<file path="config.mk">
export PLATFORM = sky130hd
export DESIGN_NAME = rename_top
export DESIGN_NICKNAME = d
export VERILOG_FILES = /design/src/hw/rename_pkg.sv /design/src/hw/stage_if.sv /design/src/hw/busy_table.sv /design/src/hw/operand_ready_stage.sv /design/src/hw/rename_stage.sv /design/src/hw/rename_top.sv
export SDC_FILE = /design/constraint.sdc
export NUM_CORES = 1
export LEC_CHECK = 0
export BUFFER_PORTS_ARGS = -buffer_cell sky130_fd_sc_hd__buf_2
export CORE_MARGIN = 3
export CORE_UTILIZATION = 40
export DETAILED_ROUTE_END_ITERATION = 7
export PLACE_DENSITY_LB_ADDON = 0.25
export SYNTH_ARGS = -nofsm -noshare
export SYNTH_HDL_FRONTEND = slang
export SYNTH_SLANG_ARGS = --single-unit
export TNS_END_PERCENT = 30
</file>
<file path="constraint.sdc">
create_clock -name clk -period 29.8 [get_ports clk]
set_input_delay 5.96 -clock clk [delete_from_list [all_inputs] [get_ports clk]]
set_output_delay 5.96 -clock clk [all_outputs]
set_load 0.05 [all_outputs]
</file>
<file path="src/hw/rename_pkg.sv">
package rename_pkg;

    localparam int areg_bits = 5;
    localparam int areg_count = 32;
    localparam int preg_bits = 6;
    localparam int preg_count = 64;
    localparam int op_bits = 4;
    localparam int imm_bits = 5;

    // registers above the identity mapping start out on the free list
    localparam int free_depth = preg_count - areg_count;
    localparam int free_ptr_bits = $clog2(free_depth);

    // second operand field, read as a register index or as an immediate
    typedef union packed {
        logic [areg_bits-1:0] reg_form;  // architectural rs2
        logic [imm_bits-1:0]  imm_form;  // unsigned immediate
    } src2_word_t;

    typedef struct packed {
        logic [op_bits-1:0]   op;
        logic                 use_imm;  // selects the imm_form reading of src2
        logic [areg_bits-1:0] rs1;
        src2_word_t           src2;
        logic [areg_bits-1:0] rd;
    } uop_t;

    typedef struct packed {
        logic [op_bits-1:0]   op;
        logic                 use_imm;
        logic [preg_bits-1:0] psrc1;
        logic [preg_bits-1:0] psrc2;     // zero for the immediate form
        logic [imm_bits-1:0]  imm;       // zero for the register form
        logic [preg_bits-1:0] pdst;
        logic [preg_bits-1:0] pdst_old;  // released by commit once rd is overwritten
    } renamed_uop_t;

endpackage

</file>
<file path="src/hw/stage_if.sv">
`timescale 1ns/1ns

interface stage_if;

    logic                       valid;
    logic                       ready;
    rename_pkg::renamed_uop_t   uop;

    // rename side
    modport producer (
        output valid,
        output uop,
        input  ready
    );

    // operand-ready side
    modport consumer (
        input  valid,
        input  uop,
        output ready
    );

endinterface

</file>
<file path="src/hw/busy_table.sv">
`timescale 1ns/1ns

module busy_table (
    input  logic                             clk,
    input  logic                             rst,
    input  logic                             alloc_en,
    input  logic [rename_pkg::preg_bits-1:0] alloc_preg,
    input  logic                             wb_en,
    input  logic [rename_pkg::preg_bits-1:0] wb_preg,
    input  logic [rename_pkg::preg_bits-1:0] look_preg1,
    input  logic [rename_pkg::preg_bits-1:0] look_preg2,
    output logic                             look_ready1,
    output logic                             look_ready2
);

    logic [rename_pkg::preg_count-1:0] busy;
    logic [rename_pkg::preg_count-1:0] wake_vec;
    logic [rename_pkg::preg_count-1:0] alloc_vec;
    logic [rename_pkg::preg_count-1:0] avail;

    // one-hot decode of the wakeup and allocation targets
    always_comb begin
        wake_vec  = '0;
        alloc_vec = '0;
        if (wb_en) begin
            wake_vec[wb_preg] = 1'b1;
        end
        if (alloc_en) begin
            alloc_vec[alloc_preg] = 1'b1;
        end
    end

    // a wakeup in the lookup cycle counts as already written back
    assign avail = ~busy | wake_vec;

    assign look_ready1 = avail[look_preg1];
    assign look_ready2 = avail[look_preg2];

    always_ff @(posedge clk or posedge rst) begin
        if (rst) begin
            busy <= '0;
        end else begin
            busy <= (busy & ~wake_vec) | alloc_vec;  // set wins over clear
        end
    end

endmodule

</file>
<file path="src/hw/operand_ready_stage.sv">
`timescale 1ns/1ns

module operand_ready_stage (
    input  logic                              clk,
    input  logic                              rst,
    stage_if.consumer                         up,
    output logic [rename_pkg::preg_bits-1:0]  look_preg1,
    output logic [rename_pkg::preg_bits-1:0]  look_preg2,
    input  logic                              look_ready1,
    input  logic                              look_ready2,
    output logic                              out_valid,
    output rename_pkg::renamed_uop_t          out_uop,
    output logic                              out_src1_ready,
    output logic                              out_src2_ready,
    input  logic                              out_ready
);

    logic take;
    logic hold;

    assign hold    = out_valid && !out_ready;
    assign up.ready = !out_valid || out_ready;
    assign take    = up.valid && up.ready;

    // while stalled the lookups follow the held micro-op so late wakeups are seen
    assign look_preg1 = hold ? out_uop.psrc1 : up.uop.psrc1;
    assign look_preg2 = hold ? out_uop.psrc2 : up.uop.psrc2;

    always_ff @(posedge clk or posedge rst) begin
        if (rst) begin
            out_valid <= 1'b0;
        end else if (take) begin
            out_valid <= 1'b1;
        end else if (out_ready) begin
            out_valid <= 1'b0;
        end
    end

    always_ff @(posedge clk) begin
        if (take) begin
            out_uop        <= up.uop;
            out_src1_ready <= look_ready1;
            out_src2_ready <= up.uop.use_imm || look_ready2;  // an immediate needs no producer
        end else if (hold) begin
            // ready bits only ever rise while the micro-op waits here
            out_src1_ready <= out_src1_ready || look_ready1;
            out_src2_ready <= out_src2_ready || look_ready2;
        end
    end

endmodule

</file>
<file path="src/hw/rename_stage.sv">
`timescale 1ns/1ns

module rename_stage (
    input  logic                               clk,
    input  logic                               rst,
    input  logic                               in_valid,
    input  rename_pkg::uop_t                   in_uop,
    output logic                               in_ready,
    input  logic                               free_en,
    input  logic [rename_pkg::preg_bits-1:0]   free_preg,
    output logic                               alloc_en,
    output logic [rename_pkg::preg_bits-1:0]   alloc_preg,
    stage_if.producer                          down
);

    logic [rename_pkg::preg_bits-1:0]     map_table [rename_pkg::areg_count];
    logic [rename_pkg::preg_bits-1:0]     free_mem [rename_pkg::free_depth];
    logic [rename_pkg::free_ptr_bits-1:0] pop_ptr;
    logic [rename_pkg::free_ptr_bits-1:0] push_ptr;
    logic [rename_pkg::free_ptr_bits:0]   free_cnt;

    logic                                 run;  // low in reset and the cycle after
    logic                                 stage_valid;
    rename_pkg::renamed_uop_t             stage_uop;
    rename_pkg::renamed_uop_t             next_uop;

    logic                                 accept;
    logic                                 push;
    logic                                 free_empty;
    logic                                 free_full;

    assign free_empty = (free_cnt == 0);
    assign free_full  = (free_cnt == rename_pkg::free_depth);

    assign in_ready = run && (!stage_valid || down.ready) && !free_empty;
    assign accept   = in_valid && in_ready;
    assign push     = free_en && !free_full;  // a free into a full list has nowhere to go

    assign alloc_en   = accept;
    assign alloc_preg = free_mem[pop_ptr];

    // sources read the mapping before this micro-op's own rd update lands
    always_comb begin
        next_uop.op       = in_uop.op;
        next_uop.use_imm  = in_uop.use_imm;
        next_uop.psrc1    = map_table[in_uop.rs1];
        next_uop.pdst     = free_mem[pop_ptr];
        next_uop.pdst_old = map_table[in_uop.rd];
        if (in_uop.use_imm) begin
            next_uop.psrc2 = '0;
            next_uop.imm   = in_uop.src2.imm_form;
        end else begin
            next_uop.psrc2 = map_table[in_uop.src2.reg_form];
            next_uop.imm   = '0;
        end
    end

    always_ff @(posedge clk or posedge rst) begin
        if (rst) begin
            run <= 1'b0;
        end else begin
            run <= 1'b1;
        end
    end

    always_ff @(posedge clk or posedge rst) begin
        if (rst) begin
            for (int i = 0; i < rename_pkg::areg_count; i++) begin
                map_table[i] <= (rename_pkg::preg_bits)'(i);  // identity mapping
            end
        end else if (accept) begin
            map_table[in_uop.rd] <= free_mem[pop_ptr];
        end
    end

    always_ff @(posedge clk or posedge rst) begin
        if (rst) begin
            for (int i = 0; i < rename_pkg::free_depth; i++) begin
                free_mem[i] <= (rename_pkg::preg_bits)'(rename_pkg::areg_count + i);
            end
            pop_ptr  <= '0;
            push_ptr <= '0;  // list starts full, so the tail wraps onto the head
            free_cnt <= (rename_pkg::free_ptr_bits + 1)'(rename_pkg::free_depth);
        end else begin
            if (push) begin
                free_mem[push_ptr] <= free_preg;
                push_ptr           <= push_ptr + 1'b1;
            end
            if (accept) begin
                pop_ptr <= pop_ptr + 1'b1;
            end
            case ({push, accept})
                2'b10:   free_cnt <= free_cnt + 1'b1;
                2'b01:   free_cnt <= free_cnt - 1'b1;
                default: free_cnt <= free_cnt;
            endcase
        end
    end

    always_ff @(posedge clk or posedge rst) begin
        if (rst) begin
            stage_valid <= 1'b0;
        end else if (accept) begin
            stage_valid <= 1'b1;
        end else if (down.ready) begin
            stage_valid <= 1'b0;
        end
    end

    always_ff @(posedge clk) begin
        if (accept) begin
            stage_uop <= next_uop;
        end
    end

    assign down.valid = stage_valid;
    assign down.uop   = stage_uop;

endmodule

</file>
<file path="src/hw/rename_top.sv">
`timescale 1ns/1ns

module rename_top (
    input  logic                             clk,
    input  logic                             rst,
    input  logic                             in_valid,
    input  logic [rename_pkg::op_bits-1:0]   in_op,
    input  logic                             in_use_imm,
    input  logic [rename_pkg::areg_bits-1:0] in_rs1,
    input  logic [rename_pkg::areg_bits-1:0] in_src2,
    input  logic [rename_pkg::areg_bits-1:0] in_rd,
    output logic                             in_ready,
    input  logic                             wb_en,
    input  logic [rename_pkg::preg_bits-1:0] wb_preg,
    input  logic                             free_en,
    input  logic [rename_pkg::preg_bits-1:0] free_preg,
    output logic                             out_valid,
    output logic [rename_pkg::op_bits-1:0]   out_op,
    output logic                             out_use_imm,
    output logic [rename_pkg::preg_bits-1:0] out_psrc1,
    output logic [rename_pkg::preg_bits-1:0] out_psrc2,
    output logic [rename_pkg::imm_bits-1:0]  out_imm,
    output logic [rename_pkg::preg_bits-1:0] out_pdst,
    output logic [rename_pkg::preg_bits-1:0] out_pdst_old,
    output logic                             out_src1_ready,
    output logic                             out_src2_ready,
    input  logic                             out_ready
);

    rename_pkg::uop_t                 in_uop;
    rename_pkg::renamed_uop_t         out_uop;
    logic                             alloc_en;
    logic [rename_pkg::preg_bits-1:0] alloc_preg;
    logic [rename_pkg::preg_bits-1:0] look_preg1;
    logic [rename_pkg::preg_bits-1:0] look_preg2;
    logic                             look_ready1;
    logic                             look_ready2;

    stage_if stage_link ();

    always_comb begin
        in_uop.op      = in_op;
        in_uop.use_imm = in_use_imm;
        in_uop.rs1     = in_rs1;
        in_uop.src2    = in_src2;  // raw field, decoded later by use_imm
        in_uop.rd      = in_rd;
    end

    rename_stage rename_stage_i (
        .clk        (clk),
        .rst        (rst),
        .in_valid   (in_valid),
        .in_uop     (in_uop),
        .in_ready   (in_ready),
        .free_en    (free_en),
        .free_preg  (free_preg),
        .alloc_en   (alloc_en),
        .alloc_preg (alloc_preg),
        .down       (stage_link.producer)
    );

    busy_table busy_table_i (
        .clk         (clk),
        .rst         (rst),
        .alloc_en    (alloc_en),
        .alloc_preg  (alloc_preg),
        .wb_en       (wb_en),
        .wb_preg     (wb_preg),
        .look_preg1  (look_preg1),
        .look_preg2  (look_preg2),
        .look_ready1 (look_ready1),
        .look_ready2 (look_ready2)
    );

    operand_ready_stage operand_ready_stage_i (
        .clk            (clk),
        .rst            (rst),
        .up             (stage_link.consumer),
        .look_preg1     (look_preg1),
        .look_preg2     (look_preg2),
        .look_ready1    (look_ready1),
        .look_ready2    (look_ready2),
        .out_valid      (out_valid),
        .out_uop        (out_uop),
        .out_src1_ready (out_src1_ready),
        .out_src2_ready (out_src2_ready),
        .out_ready      (out_ready)
    );

    assign out_op       = out_uop.op;
    assign out_use_imm  = out_uop.use_imm;
    assign out_psrc1    = out_uop.psrc1;
    assign out_psrc2    = out_uop.psrc2;
    assign out_imm      = out_uop.imm;
    assign out_pdst     = out_uop.pdst;
    assign out_pdst_old = out_uop.pdst_old;

endmodule

</file>
Yosys cells after proc, flatten, opt, wreduce, memory -nomap -nowiden:

Index checks and enable logic that the tools add are counted.

* word-level logic and storage cells: 181
* bits of input ports: 38
* output and inout bits: 38
* register bits: 537

* mux-type cells: 39
* $lt $le $gt $ge: 13
* add/subtract/negate cells: 4
* equality and inequality tests: 3
* bitwise logic cells: 10
* reduce and logical (&&, ||, !) cells: 25

Operators with widths (number)
* 192-bit bitwise mux: 2
* 64-bit two-way mux: 2
* 64-bit NOT: 2
* 64-bit OR: 2
* 6-bit binary-select mux with 5-bit select: 4
* 6-bit two-way mux: 12
* 64-bit AND: 1
* 6-bit demux with 5-bit select: 2
* 6-bit >= comparator (second input constant): 5
* 5-bit NOT with 6-bit output: 5
* 6-bit by 7-bit < comparator with 1-bit output (second input constant): 4
* 1-bit binary-select mux with 6-bit select: 2
* 1-bit demux with 6-bit select: 2
* 6-bit by 1-bit >= comparator with 1-bit output (second input constant): 2
* 6-bit by 1-bit < comparator with 1-bit output (second input constant): 2
* 1-bit two-way mux: 12
* 6-bit one-hot mux with 2 select lines: 1
* 5-bit by 1-bit adder with 5-bit output (second input constant): 2
* 1-bit logical AND: 10
* 2-bit nonzero test: 4
* 6-bit by 1-bit adder with 6-bit output (second input constant): 1
* 6-bit == test (second input constant): 1
* 6-bit logical NOT: 1
* 6-bit by 1-bit subtractor with 6-bit output (second input constant): 1
* 4 further kinds: 12

Logic depth before layout (Yosys ltp):

* word-level depth: 11
* depth in mapped cells: 16
* depth with buffers taken out: 14

Cells and area by module:

From an unflattened synthesis, not the netlist that was laid out.

* cells, all modules: 2049
* area total of the unflattened synthesis: 28401.0 µm²

By module, submodules not included
* rename_stage: seq. area each 11322.1 µm², area an instance 23042.1 µm², instances 1, cells an instance 1485
* busy_table: seq. area each 1601.5 µm², area an instance 4030.1 µm², instances 1, cells an instance 478
* operand_ready_stage: seq. area each 1106.1 µm², area an instance 1328.8 µm², instances 1, cells an instance 86

Worst setup path before layout:

No wires, ideal clock.

* kind: input-to-output
* start: input out_ready
* end: output in_ready
* buffers on the path: 1
* stages on the path: 4
* path slack: 17.067 ns
* arrival: 6.773 ns
* required time: 23.840 ns
* path through: nor2b_1 buf_2 nand2_1 o311a_1

* word-level cells in the longest chain between the ends: 4

Ends and longest elaborated chain
* start: declaration: line rename_top.sv:27 `input logic out_ready`
* 1-bit logical OR: line operand_ready_stage.sv:22 `assign up.ready = !out_valid || out_ready;`
* 1-bit logical OR: line rename_stage.sv:35 `assign in_ready = run && (!stage_valid || down.ready) && !free_empty;`
* 1-bit logical AND (2 in series): line rename_stage.sv:35
* end: declaration: line rename_top.sv:12 `output logic in_ready,`

No other way between the ends.

Final worst setup path:

Same ends and word-level chain as after synthesis.

==> reports/summary.txt <==
Hold Path Depth - 0
Seq. cell area - 14030 um^2
FF+latch count, synth - 537
Power after layout - 3.177 mW
Setup repair bufs after CTS - 0
Clock transition at path regs - 0.06 ns
CP required - 23.84 ns
Die height - 272.0 um
PD cells - 101.1 nW/um^2
Detailed-route DRC error count - 0
Setup CP Type - in -> out
Peak supply drop - 0.06776 mV
Largest net degree at the start of global routing - 185
WL per Instance - 25.25 um
Area delta synth->final - 11.05%
Tcrit/Tclk final - 43.54%
Worst-Skew Late Latency - 0.63 ns
Max Clk Rate - 0.07707 GHz
RSZ-0062 raised after global routing - no
Multi-input logic area - 13550 um^2
Max Root-Sink Buffers - 3
Number of flops mapped to enable cells by yosys - 70
CP arrival - 7.01 ns
Global route overflow - 0
Final hold violation count - 0
Slew headroom - 19.10%
Post-DP HPWL - 54.48 mm
Crit path cell chain - buf_2 -> nor2b_2 -> buf_4 -> nand2_1 -> o311a_1 -> buf_2
Initial antenna violation count - 6
1st-iter DRT viols - 2047
Post-synthesis area per instance - 12.51 um^2
Htree depth - 2
Most used cell, CP - buf_2
Final setup fails - 0
Max-Cap Viols - 0
Cts repair resizes - 0
CP max stage cell - buf_4
Fin. max-slew vios - 0
Share of layout cells above drive strength 1 - 37.75%
Fillers - 6328
Initial cell density of the core - 40.83%
Num CTS Buffers - 60
Main synth FF type - dfrtp_1
LEAKAGE - 12.07 nW
FP Rows - 96
GRT Total Usage - 22.05%
Largest area contributor in the synthesized netlist - dfrtp_1
Nets - 2304
WP buf/inv - 3
Vias in the first global route - 19330
Placer Congestion - 0.9314
Crit-path max cell delay - 0.28 ns
Critical path launch point type - input port
Setup Skew - 0.01294 ns
Area share of the largest cell type after synthesis - 24.23%
Drt pass-1 iters - 5
Post-detailed-route count of antenna-violating nets - 0
Status - completed
I/O Pins - 76
Root Driver - clkbuf_16
Drt total wl - 81.87 mm
Vias post-DR - 19520
Vias/cell - 6.019
Crit path max fanout - 20
Setup TNS - 0 ns
Die X - 272.0 um
Synth top area cells - dfrtp_1 24%, mux4_2 18%, dfstp_2 18%
Post-synth design cell area - 28300 um^2
Hold crit path type - reg -> reg
Post-synth cell types - 74
CP endpoint kind - primary output
CTS Sinks - 537
First-pass GRT wire length - 124.9 mm
Seq/Total Area, Yosys - 49.58%
Port Buf Inserts - 75
Cells after Synth - 2263
Syn Nets - 2309
Worst Tran Pin Value - 1.211 ns
CTS tree - done
CP Depth - 6
Synth warn - 0
Number of hold buffers added after cts - 0
Worst R2R Path Depth - 8
DIE AREA - 73980 um^2
Ys async rst share - 86.96%
Cell family with most CP delay - buffers and inverters
Post-layout minimum cycle time - 12.97 ns
Min Hold Slack - 0.4187 ns
Core area - 69310 um^2
-- placed cells by master (no fill, tap or decap), types with 66 or more instances in the layout --
master,synthesis,routed
dfrtp_1,274,272
nand2_1,247,247
mux4_2,231,231
o21ai_0,225,225
mux2_2,207,207
dfstp_2,193,193
nor2_1,148,148
a21oi_1,74,74
buf_2,20,72
edfxtp_1,70,70
o21ai_1,66,66
-- Yosys cell counts, types with 7 or more instances --
cell type and number:
a21oi_1 74, a22oi_1 25, a31oi_1 10, buf_1 24
buf_2 20, clkbuf_1 124, dfrtp_1 274, dfstp_2 193
edfxtp_1 70, ha_1 8, inv_1 12, inv_2 7
mux2_2 207, mux2i_1 53, mux2i_4 7, mux4_2 231
nand2_1 247, nand2_2 9, nand2b_1 15, nand3_1 26
nand4_1 15, nor2_1 148, nor2b_1 13, nor3_1 21
nor3b_1 9, o21ai_0 225, o21ai_1 66, o22ai_1 9
xnor2_1 16
-- per-stage QoR --
| step | std cells | instance area [um^2] | util (%) | setup slack [ns] |
|---|---|---|---|---|
| after floorplan | 2263 | 28300 | - | 11.14 |
| after global placement | 3127 | 29440 | 42.48 | 16.82 |
| after detailed placement | 3127 | 29440 | 42.48 | 16.81 |
| after CTS | 3241 | 31420 | 45.34 | 16.81 |
| after global routing | 3243 | 31430 | 45.35 | 16.77 |
| final | 3243 | 31430 | 45.35 | 16.83 |
-- flip-flops by register name (all words and copies together) (netlist names) --
| name | count |
|---|---|
| operand_ready_stage_i.out_src1_ready | 1 |
| rename_stage_i.down.valid | 1 |
| busy_table_i.busy | 64 |
| rename_stage_i.down.uop | 34 |
| operand_ready_stage_i.out_valid | 1 |
| operand_ready_stage_i.out_uop | 34 |
| rename_stage_i.free_mem | 192 |
| rename_stage_i.map_table | 192 |
| operand_ready_stage_i.out_src2_ready | 1 |
| rename_stage_i.run | 1 |
| rename_stage_i.push_ptr | 5 |
| rename_stage_i.pop_ptr | 5 |
| rename_stage_i.free_cnt | 6 |
-- report_power, final --
group          total [mW]  internal [mW]  leakage (nW)  switching (mW)
registers            1.27           1.08          6.29           0.199
logic                1.16          0.498          4.83           0.664
clock network       0.742          0.432         0.957           0.310
total                3.18           2.00          12.1            1.17
-- metal layers --
metal  track usage (%)  vias to the layer above  part of all wire, %
met2             33.70                      736                   46
met3             4.017                      141                  7.3
li1                  -                     8462                    -
met1             32.44                    10180                   44
met5                 0                        -                0.033
met4             5.973                        4                  2.5
-- final timing paths --
path | end | startpoint | slack, ns
min in group asynchronous | rename_stage_i.free_mem[118] | rst | 5.47
max | in_ready | out_ready | 16.83
max in group asynchronous | busy_table_i.busy[46] | rst | 21.70
max reg2reg | busy_table_i.busy[63] | rename_stage_i.pop_ptr[0] | 25.75
min | operand_ready_stage_i.out_uop[2] | rename_stage_i.down.uop[2] | 0.42
min reg2reg | operand_ready_stage_i.out_uop[2] | rename_stage_i.down.uop[2] | 0.42
-- layout make-up --
class	count	area share (%)
sequential	537	44.66
multi-input combinational	1536	43.11
clock buffer	92	5.578
tap	931	3.707
timing repair buffer	104	1.951
clock inverter	22	0.7286
inverter	19	0.2508
antenna	2	0.01592
-- kinds of logic after synthesis --
group | count (synthesis) | synth area share, %
xor gates and xnor gates | 21 | 0.6499
muxes | 498 | 29.05
buffers and inverters | 190 | 2.640
adders and majority gates | 8 | 0.3537
other | 1 | 0.01325
AOI/OAI and AO/OA | 459 | 9.064
DFF | 537 | 49.58
and+or+nand+nor | 549 | 8.652
Note: power is estimated with default switching activity, not from simulation.
